<file path="src/design/msx_bus_macros.svh">
`ifndef MSX_BUS_MACROS_SVH
`define MSX_BUS_MACROS_SVH

// ----------------------------------------
// I/O port bases
// ----------------------------------------
`define MSX_PPI_PORT		8'hA8		// PPI at A8h-ABh
`define MSX_PSG_PORT		8'hA0		// PSG at A0h-A3h
`define MSX_VDP_PORT		8'h98		// VDP at 98h-99h

// ----------------------------------------
// Divider end counts
// ----------------------------------------
// Counts run from zero up to these values and wrap
`define MSX_CPU_DIV_LAST	3'd5		// Six clk42m cycles per CPU step
`define MSX_PSG_DIV_LAST	4'd11		// Twelve cycles per PSG step

// ----------------------------------------
// SDRAM page codes
// ----------------------------------------
// Upper ten address bits, one page is 8 KB
// Low bits left zero get address bits ORed in by the decoder
`define MSX_PAGE_MAPPER		10'b1000000000	// Mapper RAM, plus a[15:13]
`define MSX_PAGE_MEGA1M		10'b0100000000	// 1 MB MegaROM, plus ~a[14], a[13]
`define MSX_PAGE_MEGA512K	10'b0000100000	// 512 KB MegaROM, fixed page
`define MSX_PAGE_LOGO		10'b0000011100	// Logo and extended BASIC, plus a[14:13]
`define MSX_PAGE_MUSIC		10'b0000011010	// Music ROM, plus a[13]
`define MSX_PAGE_IOT		10'b0000011000	// IoT BASIC, plus a[13]
`define MSX_PAGE_SUB		10'b0000010100	// Sub ROM and Kanji BASIC, plus a[14:13]
`define MSX_PAGE_MAIN		10'b0000010000	// Main ROM, plus a[14:13]
`define MSX_PAGE_NEXTOR		10'b0000000000	// Nextor, plus a[15:13]

`endif

</file>
<file path="src/design/msx_bus_pkg.sv">
package msx_bus_pkg;

	// ----------------------------------------
	// CPU side
	// ----------------------------------------

	// Z80 address bus
	typedef logic [15:0]	bus_addr_t;

	// One byte on the data bus
	typedef logic [7:0]		bus_data_t;

	// ----------------------------------------
	// SDRAM side
	// ----------------------------------------

	// Byte address into the 8 MB SDRAM
	typedef logic [22:0]	sdram_addr_t;

	// Upper address bits above the 8 KB page offset
	// 10 page bits plus 13 offset bits make up sdram_addr_t
	typedef logic [9:0]		sdram_page_t;

	// ----------------------------------------
	// Slot selects
	// ----------------------------------------

	// One-hot, bit n selects slot n
	// Same shape for primary slots 0-3
	// and for the secondary slots of expanded slots 0 and 3
	typedef logic [3:0]		slot_sel_t;

endpackage

</file>
<file path="src/design/bus_decode.sv">
`timescale 1ns/1ps
`include "msx_bus_macros.svh"

module bus_decode (
	// CPU bus
	input	msx_bus_pkg::bus_addr_t		a,
	input	logic						mreq_n,
	input	logic						iorq_n,
	input	logic						rd_n,
	input	logic						wr_n,
	input	msx_bus_pkg::bus_data_t		d,
	// Slot selects from the PPI and the expanded slots
	input	msx_bus_pkg::slot_sel_t		pri_slot,
	input	msx_bus_pkg::slot_sel_t		sub_slot0,
	input	msx_bus_pkg::slot_sel_t		sub_slot3,
	// SPI loader
	input	logic						cpu_freeze,
	input	msx_bus_pkg::sdram_addr_t	spi_address,
	input	logic						spi_mreq_n,
	input	msx_bus_pkg::bus_data_t		spi_d,
	// Peripheral selects
	output	logic						ppi_cs_n,
	output	logic						psg_cs_n,
	output	logic						vdp_cs_n,
	// SDRAM port
	output	msx_bus_pkg::sdram_addr_t	sdram_address,
	output	logic						sdram_mreq_n,
	output	logic						sdram_rd_n,
	output	logic						sdram_wr_n,
	output	msx_bus_pkg::bus_data_t		sdram_d
);
	import msx_bus_pkg::*;

	logic			w_ppi_hit;		// Port matches A8h-ABh
	logic			w_psg_hit;		// Port matches A0h-A3h
	logic			w_vdp_hit;		// Port matches 98h-99h

	logic			w_page1;		// 4000h-7FFFh
	logic			w_page12;		// 4000h-BFFFh
	logic			w_lower32k;		// 0000h-7FFFh

	logic			w_mapper;		// Slot 3-0 selected
	sdram_page_t	w_cpu_page;		// Page from the area priority
	logic			w_window;		// Address inside that area's ROM window
	logic			w_cpu_rd_n;		// Read strobe after masking
	logic			w_cpu_wr_n;		// Write strobe, Mapper RAM only

	// ----------------------------------------
	// I/O port decode
	// ----------------------------------------
	// Only the low address byte carries the port number
	assign w_ppi_hit	= ( { a[7:2], 2'b00 } == `MSX_PPI_PORT );	// Four ports
	assign w_psg_hit	= ( { a[7:2], 2'b00 } == `MSX_PSG_PORT );	// Four ports
	assign w_vdp_hit	= ( { a[7:1], 1'b0 } == `MSX_VDP_PORT );		// Two ports

	// Select follows iorq_n on a hit, idle high otherwise
	assign ppi_cs_n		= w_ppi_hit ? iorq_n : 1'b1;
	assign psg_cs_n		= w_psg_hit ? iorq_n : 1'b1;
	assign vdp_cs_n		= w_vdp_hit ? iorq_n : 1'b1;

	// ----------------------------------------
	// CPU page windows
	// ----------------------------------------
	assign w_page1		= ( a[15:14] == 2'b01 );
	assign w_page12		= ( a[15:14] == 2'b01 ) || ( a[15:14] == 2'b10 );
	assign w_lower32k	= ~a[15];

	assign w_mapper		= sub_slot3[0];

	// ----------------------------------------
	// Slot memory map
	// ----------------------------------------
	// First hit wins, top of the chain is highest priority
	always_comb begin
		w_cpu_page	= '0;			// No area, page zero
		w_window	= 1'b0;			// And no read
		if( sub_slot3[0] ) begin
			// Mapper RAM, 64 KB visible through all four pages
			w_cpu_page	= `MSX_PAGE_MAPPER | sdram_page_t'( a[15:13] );
			w_window	= 1'b1;
		end
		else if( pri_slot[1] ) begin
			// 1 MB MegaROM in slot 1
			w_cpu_page	= `MSX_PAGE_MEGA1M | sdram_page_t'( { ~a[14], a[13] } );
			w_window	= w_page12;
		end
		else if( pri_slot[2] ) begin
			w_cpu_page	= `MSX_PAGE_MEGA512K;		// Slot 2, one fixed page
			w_window	= w_page12;
		end
		else if( sub_slot0[3] ) begin
			// Logo and extended BASIC in slot 0-3
			w_cpu_page	= `MSX_PAGE_LOGO | sdram_page_t'( a[14:13] );
			w_window	= w_page12;
		end
		else if( sub_slot0[2] ) begin
			w_cpu_page	= `MSX_PAGE_MUSIC | sdram_page_t'( a[13] );	// 16 KB ROM
			w_window	= w_page1;
		end
		else if( sub_slot0[1] ) begin
			w_cpu_page	= `MSX_PAGE_IOT | sdram_page_t'( a[13] );	// 16 KB ROM
			w_window	= w_page1;
		end
		else if( sub_slot3[1] ) begin
			// Sub ROM and Kanji BASIC in slot 3-1
			w_cpu_page	= `MSX_PAGE_SUB | sdram_page_t'( a[14:13] );
			w_window	= w_lower32k;
		end
		else if( sub_slot0[0] ) begin
			w_cpu_page	= `MSX_PAGE_MAIN | sdram_page_t'( a[14:13] );	// 32 KB main ROM
			w_window	= w_lower32k;
		end
		else if( sub_slot3[2] ) begin
			// Nextor in slot 3-2
			w_cpu_page	= `MSX_PAGE_NEXTOR | sdram_page_t'( a[15:13] );
			w_window	= w_page12;
		end
	end

	// I/O cycles never reach SDRAM
	assign w_cpu_rd_n	= ( !iorq_n ) ? 1'b1 :
						  ( w_window ) ? rd_n : 1'b1;

	// Everything but Mapper RAM is ROM
	assign w_cpu_wr_n	= w_mapper ? wr_n : 1'b1;

	// ----------------------------------------
	// SDRAM port and loader handover
	// ----------------------------------------
	// Loader owns address, data and request while the CPU is frozen
	assign sdram_address	= cpu_freeze ? spi_address : { w_cpu_page, a[12:0] };
	assign sdram_d			= cpu_freeze ? spi_d : d;
	assign sdram_mreq_n		= cpu_freeze ? spi_mreq_n : mreq_n;
	assign sdram_wr_n		= cpu_freeze ? spi_mreq_n : w_cpu_wr_n;	// Loader only writes
	assign sdram_rd_n		= w_cpu_rd_n;

endmodule

</file>
<file path="src/design/clock_enable_gen.sv">
`timescale 1ns/1ps
`include "msx_bus_macros.svh"

module clock_enable_gen (
	input	logic	clk42m,
	input	logic	ff_reset_n,
	input	logic	sdram_busy,		// SDRAM controller back-pressure
	input	logic	cpu_freeze,		// Loader holds the CPU
	output	logic	half_enable,	// UART pace, every second cycle
	output	logic	cpu_enable,		// One in six cycles
	output	logic	psg_enable		// One in twelve cycles
);
	logic			ff_half_div;
	logic	[2:0]	ff_cpu_div;
	logic	[3:0]	ff_psg_div;
	logic			w_run;			// Neither busy nor frozen

	// ----------------------------------------
	// Half rate toggle
	// ----------------------------------------
	always_ff @( posedge clk42m ) begin
		if( !ff_reset_n ) begin
			ff_half_div <= 1'b0;
		end
		else begin
			ff_half_div <= ~ff_half_div;
		end
	end

	assign half_enable	= ff_half_div;		// Ignores busy and freeze

	// ----------------------------------------
	// CPU and PSG dividers
	// ----------------------------------------
	// Freeze restarts both counts from zero
	always_ff @( posedge clk42m ) begin
		if( !ff_reset_n ) begin
			ff_cpu_div <= 3'd0;
		end
		else if( cpu_freeze ) begin
			ff_cpu_div <= 3'd0;
		end
		else if( ff_cpu_div == `MSX_CPU_DIV_LAST ) begin
			ff_cpu_div <= 3'd0;				// Wrap
		end
		else begin
			ff_cpu_div <= ff_cpu_div + 3'd1;
		end
	end

	always_ff @( posedge clk42m ) begin
		if( !ff_reset_n ) begin
			ff_psg_div <= 4'd0;
		end
		else if( cpu_freeze ) begin
			ff_psg_div <= 4'd0;
		end
		else if( ff_psg_div == `MSX_PSG_DIV_LAST ) begin
			ff_psg_div <= 4'd0;
		end
		else begin
			ff_psg_div <= ff_psg_div + 4'd1;
		end
	end

	// Busy masks the pulse but the count keeps going
	assign w_run		= !sdram_busy && !cpu_freeze;
	assign cpu_enable	= ( ff_cpu_div == `MSX_CPU_DIV_LAST ) && w_run;
	assign psg_enable	= ( ff_psg_div == `MSX_PSG_DIV_LAST ) && w_run;

endmodule

</file>
<file path="src/design/msx_bus_glue.sv">
`timescale 1ns/1ps

module msx_bus_glue (
	input	logic						clk42m,
	input	logic						ff_reset_n,
	// CPU bus
	input	msx_bus_pkg::bus_addr_t		a,
	input	logic						mreq_n,
	input	logic						iorq_n,
	input	logic						rd_n,
	input	logic						wr_n,
	input	msx_bus_pkg::bus_data_t		d,
	// Slots
	input	msx_bus_pkg::slot_sel_t		pri_slot,
	input	msx_bus_pkg::slot_sel_t		sub_slot0,
	input	msx_bus_pkg::slot_sel_t		sub_slot3,
	// SPI loader
	input	logic						cpu_freeze,
	input	msx_bus_pkg::sdram_addr_t	spi_address,
	input	logic						spi_mreq_n,
	input	msx_bus_pkg::bus_data_t		spi_d,
	input	logic						sdram_busy,
	// Responders
	input	msx_bus_pkg::bus_data_t		sdram_q,
	input	msx_bus_pkg::bus_data_t		uart_q,
	input	msx_bus_pkg::bus_data_t		expslt0_q,
	input	msx_bus_pkg::bus_data_t		expslt3_q,
	input	msx_bus_pkg::bus_data_t		ppi_q,
	input	logic						sdram_q_en,
	input	logic						uart_q_en,
	input	logic						expslt0_q_en,
	input	logic						expslt3_q_en,
	input	logic						ppi_q_en,
	// Selects
	output	logic						ppi_cs_n,
	output	logic						psg_cs_n,
	output	logic						vdp_cs_n,
	// SDRAM port
	output	msx_bus_pkg::sdram_addr_t	sdram_address,
	output	logic						sdram_mreq_n,
	output	logic						sdram_rd_n,
	output	logic						sdram_wr_n,
	output	msx_bus_pkg::bus_data_t		sdram_d,
	// Clock enables
	output	logic						half_enable,
	output	logic						cpu_enable,
	output	logic						psg_enable,
	output	msx_bus_pkg::bus_data_t		cpu_rdata	// Byte the CPU reads
);

	// ----------------------------------------
	// Decode
	// ----------------------------------------
	bus_decode u_bus_decode (
		.a				( a				),
		.mreq_n			( mreq_n		),
		.iorq_n			( iorq_n		),
		.rd_n			( rd_n			),
		.wr_n			( wr_n			),
		.d				( d				),
		.pri_slot		( pri_slot		),
		.sub_slot0		( sub_slot0		),
		.sub_slot3		( sub_slot3		),
		.cpu_freeze		( cpu_freeze	),
		.spi_address	( spi_address	),
		.spi_mreq_n		( spi_mreq_n	),
		.spi_d			( spi_d			),
		.ppi_cs_n		( ppi_cs_n		),
		.psg_cs_n		( psg_cs_n		),
		.vdp_cs_n		( vdp_cs_n		),
		.sdram_address	( sdram_address	),
		.sdram_mreq_n	( sdram_mreq_n	),
		.sdram_rd_n		( sdram_rd_n	),
		.sdram_wr_n		( sdram_wr_n	),
		.sdram_d		( sdram_d		)
	);

	// ----------------------------------------
	// Clock enables
	// ----------------------------------------
	clock_enable_gen u_clock_enable_gen (
		.clk42m			( clk42m		),
		.ff_reset_n		( ff_reset_n	),
		.sdram_busy		( sdram_busy	),
		.cpu_freeze		( cpu_freeze	),
		.half_enable	( half_enable	),
		.cpu_enable		( cpu_enable	),
		.psg_enable		( psg_enable	)
	);

	// ----------------------------------------
	// Read data
	// ----------------------------------------
	read_data_latch u_read_data_latch (
		.clk42m			( clk42m		),
		.ff_reset_n		( ff_reset_n	),
		.rd_n			( rd_n			),
		.sdram_q		( sdram_q		),
		.uart_q			( uart_q		),
		.expslt0_q		( expslt0_q		),
		.expslt3_q		( expslt3_q		),
		.ppi_q			( ppi_q			),
		.sdram_q_en		( sdram_q_en	),
		.uart_q_en		( uart_q_en		),
		.expslt0_q_en	( expslt0_q_en	),
		.expslt3_q_en	( expslt3_q_en	),
		.ppi_q_en		( ppi_q_en		),
		.cpu_rdata		( cpu_rdata		)
	);

endmodule

</file>
<file path="src/design/read_data_latch.sv">
`timescale 1ns/1ps

module read_data_latch (
	input	logic						clk42m,
	input	logic						ff_reset_n,
	input	logic						rd_n,
	// Read data from each responder
	input	msx_bus_pkg::bus_data_t		sdram_q,
	input	msx_bus_pkg::bus_data_t		uart_q,
	input	msx_bus_pkg::bus_data_t		expslt0_q,
	input	msx_bus_pkg::bus_data_t		expslt3_q,
	input	msx_bus_pkg::bus_data_t		ppi_q,
	// Valid strobes, one cycle wide
	input	logic						sdram_q_en,
	input	logic						uart_q_en,
	input	logic						expslt0_q_en,
	input	logic						expslt3_q_en,
	input	logic						ppi_q_en,
	output	msx_bus_pkg::bus_data_t		cpu_rdata
);
	import msx_bus_pkg::*;

	bus_data_t	w_next_rdata;	// Value for the next edge
	logic		w_load;			// Update this cycle

	// ----------------------------------------
	// Source select
	// ----------------------------------------
	// SDRAM first, PPI last
	always_comb begin
		w_load			= 1'b1;
		w_next_rdata	= 8'hFF;			// Idle bus floats high
		if( sdram_q_en ) begin
			w_next_rdata	= sdram_q;
		end
		else if( uart_q_en ) begin
			w_next_rdata	= uart_q;
		end
		else if( expslt0_q_en ) begin
			w_next_rdata	= expslt0_q;	// Slot 0 expansion register
		end
		else if( expslt3_q_en ) begin
			w_next_rdata	= expslt3_q;	// Slot 3 expansion register
		end
		else if( ppi_q_en ) begin
			w_next_rdata	= ppi_q;
		end
		else if( !rd_n ) begin
			w_load			= 1'b0;			// Read in progress, keep last byte
		end
	end

	// ----------------------------------------
	// Latch
	// ----------------------------------------
	always_ff @( posedge clk42m ) begin
		if( !ff_reset_n ) begin
			cpu_rdata <= 8'hFF;
		end
		else if( w_load ) begin
			cpu_rdata <= w_next_rdata;
		end
	end

endmodule

</file>
<file path="config.mk">
export PLATFORM = sky130hd
export DESIGN_NAME = msx_bus_glue
export DESIGN_NICKNAME = d
export VERILOG_FILES = /design/src/design/msx_bus_pkg.sv /design/src/design/bus_decode.sv /design/src/design/clock_enable_gen.sv /design/src/design/msx_bus_glue.sv /design/src/design/read_data_latch.sv
export VERILOG_INCLUDE_DIRS = /design/src /design/src/design
export SDC_FILE = /design/constraint.sdc
export NUM_CORES = 1
export LEC_CHECK = 0
export BUFFER_PORTS_ARGS = -buffer_cell sky130_fd_sc_hd__buf_2
export CAP_MARGIN = 10
export CORE_MARGIN = 5
export CORE_UTILIZATION = 35
export DETAILED_ROUTE_END_ITERATION = 10
export MAX_ROUTING_LAYER = met4
export PLACE_DENSITY = 0.89
export SLEW_MARGIN = 20
export SYNTH_ARGS = -nofsm -noshare
export SYNTH_HDL_FRONTEND = slang
export SYNTH_SLANG_ARGS = --single-unit
</file>
<file path="constraint.sdc">
create_clock -name clk42m -period 1.65 [get_ports clk42m]
set_clock_uncertainty 0.1 [all_clocks]
set_input_delay 0.165 -clock clk42m [delete_from_list [all_inputs] [get_ports clk42m]]
set_output_delay 0.165 -clock clk42m [all_outputs]
set_load 0.05 [all_outputs]
</file>
Yosys cells after proc, flatten, opt, wreduce, memory -nomap -nowiden
Cells that the tools add are included.

Input port bits: 121. Output and inout bits: 48. Register bits after elaboration: 16. Logic and storage cells: 64.

Eq/ne operators: 7. Bitwise gates (word level): 4. Mux-type cells: 39. Reductions and logical operators: 8. Add/sub/neg operators: 2.

Operator list (number): two-way mux 10 bit (8); two-way mux 8 bit (6); two-way mux 1 bit (23); two-way mux 23 bit (1); equality test 6 bit, second input constant (2); equality test 7 bit, second input constant (1); OR reduction 3 bit (2); adder 4 x 1 -> 4 bit, second input constant (1); equality test 4 bit, second input constant (1); NOT 1 bit (4); adder 3 x 1 -> 3 bit, second input constant (1); equality test 3 bit, second input constant (1); logical AND 1 bit (3); two-way mux 3 bit (1); equality test 2 x 1 -> 1 bit, second input constant (1); equality test 2 bit, second input constant (1); logical NOT 1 bit (2); logical OR 1 bit (1).

Logic depth before layout (Yosys ltp)
Gate-level depths: netlist of run 1.

Depth after elaboration: 13. Gate-level depth with buffers: 6.

Cells and area by module
A second synthesis of run 1 with hierarchy kept.

Cells, all modules: 195. Area total of the unflattened synthesis: 1627.8 um^2.

Modules (own cells, without submodules): bus_decode (cells each 86, instances 1, area an instance 653.1 um^2); read_data_latch (cells each 77, instances 1, area an instance 646.9 um^2); clock_enable_gen (cells each 32, instances 1, area an instance 327.8 um^2).

Worst setup path after synthesis of run 1
No wires, ideal clock.

Kind: input to output. From: input port cpu_freeze. To: output port sdram_address[14]. Buffers on the path: 2. Setup slack: -931 ps. Arrival time: 2316 ps. Stages: 3. Cells stage by stage: buf_6 buf_2 o311ai_0.

Longest elaborated chain between the ends: 1.

Ends and longest elaborated chain: start, declared (line msx_bus_glue.sv:18) `input logic cpu_freeze,`; two-way mux 23 bit (line bus_decode.sv:131) `assign sdram_address = cpu_freeze ? spi_address : { w_cpu_page, a[12:0] };`; end, declared (line msx_bus_glue.sv:39) `output msx_bus_pkg::sdram_addr_t sdram_address,`.

No other way between the ends.

Worst setup path in the final report of run 1
From: input port a[15]. To: output port sdram_rd_n.

Longest elaborated chain between the ends: 13.

Ends and longest elaborated chain: start, declared (line msx_bus_glue.sv:7) `input msx_bus_pkg::bus_addr_t a,`; equality test 2 x 1 -> 1 bit or equality test 2 bit (tied branches) (line bus_decode.sv:64, bus_decode.sv:65); logical OR 1 bit (line bus_decode.sv:65) `assign w_page12 = ( a[15:14] == 2'b01 ) || ( a[15:14] == 2'b10 );`; two-way mux 1 bit (line bus_decode.sv:113) `else if( sub_slot3[2] ) begin`; two-way mux 1 bit (line bus_decode.sv:109) `else if( sub_slot0[0] ) begin`; two-way mux 1 bit (line bus_decode.sv:104) `else if( sub_slot3[1] ) begin`; two-way mux 1 bit (line bus_decode.sv:100) `else if( sub_slot0[1] ) begin`; two-way mux 1 bit (line bus_decode.sv:96) `else if( sub_slot0[2] ) begin`; two-way mux 1 bit (line bus_decode.sv:91) `else if( sub_slot0[3] ) begin`; two-way mux 1 bit (line bus_decode.sv:87) `else if( pri_slot[2] ) begin`; two-way mux 1 bit * (line bus_decode.sv:82) `else if( pri_slot[1] ) begin`; two-way mux 1 bit * (line bus_decode.sv:77) `if( sub_slot3[0] ) begin`; two-way mux 1 bit * (line bus_decode.sv:122) `( w_window ) ? rd_n : 1'b1;`; two-way mux 1 bit * (line bus_decode.sv:121) `assign w_cpu_rd_n = ( !iorq_n ) ? 1'b1 :`; end, declared (line msx_bus_glue.sv:41) `output logic sdram_rd_n,`.

Every way passes the cells marked *; elsewhere a longest branch is shown, timed or not.

==> results of run 1 <==
power by group through the flow:
| stage | clock (W) | combinational [W] | sequential, W |
|---|---|---|---|
| 6_report | 0.000275 | 0.000794 | 0.000420 |
| 5_1_grt | 0.000309 | 0.000842 | 0.000423 |
| 4_1_cts | 0.000288 | 0.000788 | 0.000420 |
| 3_5_place_dp | 0 | 0.000769 | 0.000429 |
| 3_3_place_gp | 0 | 0.000755 | 0.000428 |
| 2_1_floorplan | 0 | 0.000432 | 0.000488 |
cell families after synthesis:
logic type / after synthesis
AND/OR/NAND/NOR: 105
buffers and inverters: 17
XOR/XNOR: 2
AO/OA/AOI/OAI: 48
adder cells (fa/ha/maj): 4
multiplexers: 22
flip-flops: 16
how the worst min path moves through the flow:
stage / start / endpoint / slack (ns) / depth (start not counted)
floorplan: sdram_q[0] / u_read_data_latch.cpu_rdata[0]$_SDFFE_PN1P_ / 0.25 / 2
global placement: u_clock_enable_gen.half_enable$_SDFF_PN0_ / u_clock_enable_gen.half_enable$_SDFF_PN0_ / 0.30 / 1
detailed placement: u_clock_enable_gen.half_enable$_SDFF_PN0_ / u_clock_enable_gen.half_enable$_SDFF_PN0_ / 0.31 / 1
CTS: ff_reset_n / u_read_data_latch.cpu_rdata[0]$_SDFFE_PN1P_ / 0.09 / 2
global route: ff_reset_n / u_read_data_latch.cpu_rdata[0]$_SDFFE_PN1P_ / 0.09 / 2
finish: ff_reset_n / u_read_data_latch.cpu_rdata[0]$_SDFFE_PN1P_ / 0.09 / 2
metal layers:
| metal | vias to the layer above | share of wire | GRT usage |
|---|---|---|---|
| met2 | 111 | 0.50 | 0.3531 |
| met1 | 976 | 0.40 | 0.2242 |
| met5 | - | 0 | - |
| met3 | 8 | 0.079 | 0.03747 |
| li1 | 1113 | - | - |
| met4 | 0 | 0.016 | 0.04124 |
timing repair:
action,4_1_cts,5_1_grt
pin swaps,3,6
gates resized for setup,12,11
buffers inserted,1,1
setup endpoints to repair,2,5
cell usage after synthesis (all sizes together), types with 3 or more instances:
master | count | area share
nand3b | 5 | 0.024
ha | 4 | 0.032
nor3 | 5 | 0.019
mux2 | 22 | 0.16
nand2 | 30 | 0.072
buf | 7 | 0.034
o311ai | 4 | 0.022
inv | 6 | 0.014
nor4 | 3 | 0.012
clkbuf | 4 | 0.0095
nor2b | 11 | 0.044
a21oi | 9 | 0.029
o21ai | 19 | 0.060
nor2 | 25 | 0.060
nand3 | 4 | 0.013
nor3b | 3 | 0.014
or2 | 4 | 0.016
a31oi | 5 | 0.020
dfxtp | 16 | 0.20
worst register-to-register path, stage by stage (launching register included):
cell and delay [ns]:
dfxtp_1 0.35, ha_1 0.19, nand3b_1 0.15, and3_1 0.20
cell usage in the layout (no fill, tap or decap), types with 4 or more instances in the layout:
cell type,synthesis,final
nand3b_1,5,5
o21ai_1,0,5
buf_4,0,16
a31oi_1,5,5
buf_2,4,158
a21oi_1,9,9
o21ai_0,19,14
nand3_1,4,4
mux2_2,22,22
nor2b_1,11,11
nor2_1,25,25
inv_1,6,5
dfxtp_1,16,16
or2_0,4,4
nand2_1,30,30
final cells by class:
type | instances | area (sq um)
well taps | 52 | 65.06
fillers | 401 | 1735
clock buffers | 3 | 41.29
repair buffers | 179 | 970.9
flip-flops and latches | 16 | 320.3
multi-input cells | 181 | 1194
inverters | 6 | 27.53
registers in the layout, summed over array words and instances (netlist names):
| signal | cells |
|---|---|
| u_clock_enable_gen.ff_psg_div | 4 |
| u_clock_enable_gen.half_enable | 1 |
| u_clock_enable_gen.ff_cpu_div | 3 |
| u_read_data_latch.cpu_rdata | 8 |
per-stage QoR:
step	power (W)	setup TNS [ns]
final	0.001490	-0.1647
after floorplan	0.0009202	-1.080
after detailed placement	0.001198	-0.3828
after CTS	0.001497	-0.2404
after global routing	0.001575	-0.2521
after global placement	0.001183	-0.2852
==> summary.md, run 1 <==
| Metric | Value |
|---|---|
| Outcome | finished with violations |
| Violated checks | setup timing |
| Hold/Removal Path Class | primary input to flip-flop |
| Chip width | 77.04 um |
| Post-synth cell types | 43 |
| Synth Instances | 214 |
| Remaining global-route overflow | 0 |
| Flop-to-flop setup slack | 0.56 ns |
| # setup viols final | 2 |
| Post-synth EDFFs | 0 |
| Multiplexer share of the synthesized area | 0.1575 |
| P_sw | 0.0006298 W |
| Layout cell share with drive strength beyond 1 | 0.5532 |
| Final instance area | 0.002619 sq mm |
| Post-synthesis compound-gate area fraction | 0.1901 |
| Maximum clock rate | 559.5 MHz |
| WS Path Type | primary input to primary output |
| Port buffer count | 165 |
| Final #Nets | 512 |
| Post-DP Area | 0.002486 sq mm |
| Worst slack, placed | -0.3110 ns |
| Final min period | 1.787 ns |
| Main combinational cell family by area after synthesis | simple AND/OR/NAND/NOR gates |
| RSZ-0062 raised after global routing | true |
| CP max stage delay | 0.47 ns |
| Yosys reg bits | 16 |
| Initial DRC Count | 55 |
| FP Rows | 24 |
| Sink Count | 16 |
| Cell mode on critical path | buf_8 |
| Largest net degree at the start of global routing | 16 |
| Post-synthesis sequential area ratio | 0.2037 |
| Simple logic cell fraction of the synthesized area | 0.3477 |
| Number of buffers created by CTS | 3 |
| Worst Path Required | 1.38 ns |
| Critical path depth | 8 |
| Net Sw Frac | 0.4228 |
| Internal power | 0.0008599 W |
| Area Growth Syn to Fin | 66.51% |
| GRT Util Overall | 0.1959 |
| Area of the core | about 0.0044 sq mm |
| PD cells | 568.9 mW/mm^2 |
| Tightest hold margin | 0.09489 ns |
| Cts hold-fix bufs | 0 |
| TritonRoute pass-1 iters | 4 |
| Endpoint type of the worst setup path | primary output |
| Critical Path End | sdram_rd_n |
| Top delay family on crit path | simple AND/OR/NAND/NOR gates |
| Slowest cell on the critical path | or4b_1 |
| Final hold viol count | 0 |
| Max Cap Viol | 0 |
| R2r endpoint | u_clock_enable_gen.ff_psg_div[1]$_SDFF_PP0_ |
| Buffers plus inverters on the worst setup path | 3 |
| Worst vdd ir | between 0.2 and 0.25 mV |
| Startpoint Class | primary input |
| # DRC | 0 |
| Vias in the first global route | 2,167 |
| # diodes | 0 |
| Die height | between 70 and 80 um |
| Starting density of the core | 0.3612 |
| CTS Buffer Depth | 2 |
| Xor/xnor share of the synthesized area | 0.01114 |
| Worst-margin pin slew | 0.5381 ns |
| Final GP Congestion | around 0.87 |
| Post-layout util | 0.6014 |
| Comb pwr share | 0.533 |
| First-pass GRT wire length | roughly 9700 um |
| Crit path DAT | 1.52 ns |
| Die area | roughly 0.0059 sq mm |
| Avg Vias per Cell | 5.053 |
| Post-synthesis instance area | 0.001573 sq mm |
| Syn nets | 339 |
| Post-DP HPWL | 5398 um |
| Worst r2r path cells | 3 |
| Root buffer cell | clkbuf_8 |
| Reg clk slew, reported paths | 0.06 ns |
| Htree depth | 1 |
| Final wirelength | 6235 um |
| Post-Syn Area per Cell | 7.349 sq um |
| Placed Cells | 432 |
| Crit Path Max Fanout | 2 |
| Yosys warns | 0 |
| Ys async rst share | 0 |
| Vias | between 2,000 and 2,500 |
| CTS tree | built |
| Post-Layout Cell Count | roughly 440 |
| Synth Flop Type | dfxtp_1 |
| Final period util | 1.083 |
| Reg-to-reg startpoint | u_clock_enable_gen.ff_psg_div[0]$_SDFF_PP0_ |
| Leakage | approximately 1.3 nW |
| Worst setup margin | -0.1373 ns |
| Clock power frac | 0.185 |
| Skew-Pair Late Insertion Delay | 0.24 ns |
| DR WL/cell | 14.27 um |
| Final antenna-violating net count | 0 |
| Worst slew margin | 0.6362 |
| Slew Limit Fails | 0 |
| Post-Synth Adder-Cell Area | 0.03182 |
| Setup crit start | a[15] |
| Flop pwr share | 0.282 |
| CP Cell Sequence | buf_8, inv_6, ha_4, or4b_1, o211ai_1, o21ai_1, a21o_2, buf_8 |
| Ports | about 170 |
| Initial antenna violation count | 0 |
(Power assumes the default switching activity.)
==> run 2, diff against run 1 <==
CORE_UTILIZATION = 38   (was 35)
PLACE_DENSITY = 0.95   (was 0.89)
clock period = 2.2 ns   (was 1.65 ns; I/O delays follow)
==> summary.md, run 2 (synthesis gave the netlist of run 1 again) <==
| Metric | Value |
|---|---|
| Worst Path Required | 1.88 ns |
| Starting density of the core | 0.3932 |
| Area Growth Syn to Fin | 56.56% |
| Htree depth | 1 |
| Final antenna-violating net count | 0 |
| Outcome | complete, no violations |
| # DRC | 0 |
| Commonest non-fill, non-tap cells in the layout | buf_2 (165), nand2_1 (30), nor2_1 (25), mux2_2 (22), o21ai_0 (19) |
| Die area | roughly 0.0055 sq mm |
| CTS Buffer Depth | 2 |
| Post-DP Area | 0.002407 sq mm |
| Routed met2 length | around 3000 um |
| Setup_tns | 0 ns |
| Worst setup margin | 0.1380 ns |
| # setup viols final | 0 |
| GRT Util Overall | 0.2164 |
| Max Cap Viol | 0 |
| Final GP Congestion | 0.9138 |
| Worst r2r path cells | 3 |
| FP Rows | 23 |
| Worst hold stages | 2 |
| Final instance area | 0.002462 sq mm |
| Final wirelength | 6078 um |
| Maximum clock rate | between 400 and 500 MHz |
| PD cells | between 400 and 500 mW/mm^2 |
| Reg-to-reg startpoint | u_clock_enable_gen.ff_psg_div[0]$_SDFF_PP0_ |
| Vias | 2,168 |
| Post-layout util | 0.6156 |
| Flop-to-flop setup slack | 1.14 ns |
| Worst slew margin | 0.5777 |
| Area of the core | 0.004000 sq mm |
| Cts hold-fix bufs | 0 |
| Initial antenna violation count | 0 |
| Avg Vias per Cell | 5.113 |
| End of the worst hold path | u_read_data_latch.cpu_rdata[0]$_SDFFE_PN1P_ |
| P_sw | 0.0004744 W |
| Flop pwr share | 0.279 |
| Net Sw Frac | 0.4188 |
| Final hold viol count | 0 |
| Internal power | 0.0006585 W |
| Skew-Pair Late Insertion Delay | 0.25 ns |
| RSZ-0062 raised after global routing | false |
| Startpoint Class | primary input |
| Crit Path Max Fanout | 3 |
| Reg clk slew, reported paths | about 0.060 ns |
| Post_cts resized | 0 |
| First-pass GRT wire length | 9183 um |
| Most common cell after layout, fill and taps aside | buf_2 |
| Endpoint type of the worst setup path | primary output |
| Largest net degree at the start of global routing | 35 |
| Max FFs per register | 8 |
| Initial DRC Count | 77 |
| Sink Count | 16 |
| Layout cell share with drive strength beyond 1 | 0.5241 |
| Chip width | between 70 and 80 um |
| Clock power frac | 0.228 |
| Worst-margin pin slew | 0.6335 ns |
| Leakage | 1.233 nW |
| Ports | 169 |
| Post CTS Setup Buffer Count | 0 |
| Worst vdd ir | 0.2678 mV |
| Crit path DAT | 1.74 ns |
| Post-DP HPWL | 5258 um |
| Comb pwr share | 0.493 |
| # diodes | 0 |
| TritonRoute pass-1 iters | 4 |
| Final min period | 2.062 ns |
| Hold/Removal Path Class | primary input to flip-flop |
| Root buffer cell | clkbuf_8 |
| Final #Nets | 500 |
| Vias in the first global route | about 2,100 |
| Port buffer count | 165 |
| Die height | around 74 um |
| Final period util | 0.9373 |
| Hold path start | ff_reset_n |
| Top Registers | u_read_data_latch.cpu_rdata: 8 flops, u_clock_enable_gen.ff_psg_div: 4 flops, u_clock_enable_gen.ff_cpu_div: 3 flops |
| Worst slack, placed | 0.1485 ns |
| Number of buffers created by CTS | 3 |
| Metal1 wirelength | ~2400 um |
| Power Total | 0.001133 W |
| Detail Route met3 WL | 526 um |
| Slew Limit Fails | 0 |
| Top routing layer used | met4 |
| Largest Register | u_read_data_latch.cpu_rdata |
| Remaining global-route overflow | 0 |
| DR WL/cell | 14.33 um |
| R2r endpoint | u_clock_enable_gen.ff_psg_div[1]$_SDFF_PP0_ |
| WS Path Type | primary input to primary output |
| CTS tree | built |
[run 2: cell types whose count changed in the layout (fill, tap and decap cells not counted), moves of 2 or more]
cell	delta
buf_6	-2
buf_4	-14
buf_2	+7
o21ai_1	-5
o21ai_0	+5
buf_8	-2
[run 2: worst max-delay path, cell delays in order]
cell and delay, ns:
buf_2 0.10, inv_1 0.05, ha_1 0.29, or4b_1 0.48
o211ai_1 0.09, o21ai_0 0.12, a21o_1 0.18, buf_2 0.21
[run 2: cell type report]
class | count | area (sq um)
fillers | 393 | 1538
inverters | 6 | 22.52
multi-input cells | 181 | 1161
clock buffers | 4 | 55.05
repair buffers | 167 | 840.8
flip-flops and latches | 16 | 320.3
well taps | 50 | 62.56
[run 2: routing by layer]
layer,global-route usage,vias to the layer above
met2,0.3907,106
li1,-,1088
met5,-,-
met3,0.03919,12
met1,0.2411,962
met4,0.06522,0
[run 2: worst max path at each step]
stage          cells after the start        from  slack [ns]                end
4_1_cts                            8       a[15]        0.15         sdram_rd_n
3_5_place_dp                       8       a[15]        0.15         sdram_rd_n
2_1_floorplan                      4  cpu_freeze        0.07  sdram_address[21]
3_3_place_gp                       8       a[15]        0.18         sdram_rd_n
6_report                           8       a[15]        0.14         sdram_rd_n
5_1_grt                            8       a[15]        0.03         sdram_rd_n
[run 2: power groups by stage]
stage	Sequential, W	Combinational (W)	Clock, W
2_1_floorplan	0.000366	0.000323	0
3_3_place_gp	0.000322	0.000548	0
3_5_place_dp	0.000323	0.000558	0
4_1_cts	0.000316	0.000559	0.000270
5_1_grt	0.000318	0.000598	0.000278
6_report	0.000316	0.000559	0.000258
[run 2: through the flow]
| stage | cells | hold WS [ns] |
|---|---|---|
| floorplan | 214 | 0.3084 |
| global placement | 420 | 0.2961 |
| CTS | 424 | 0.1188 |
| finish | 424 | 0.1290 |
| global route | 424 | 0.1442 |
| detailed placement | 420 | 0.3077 |
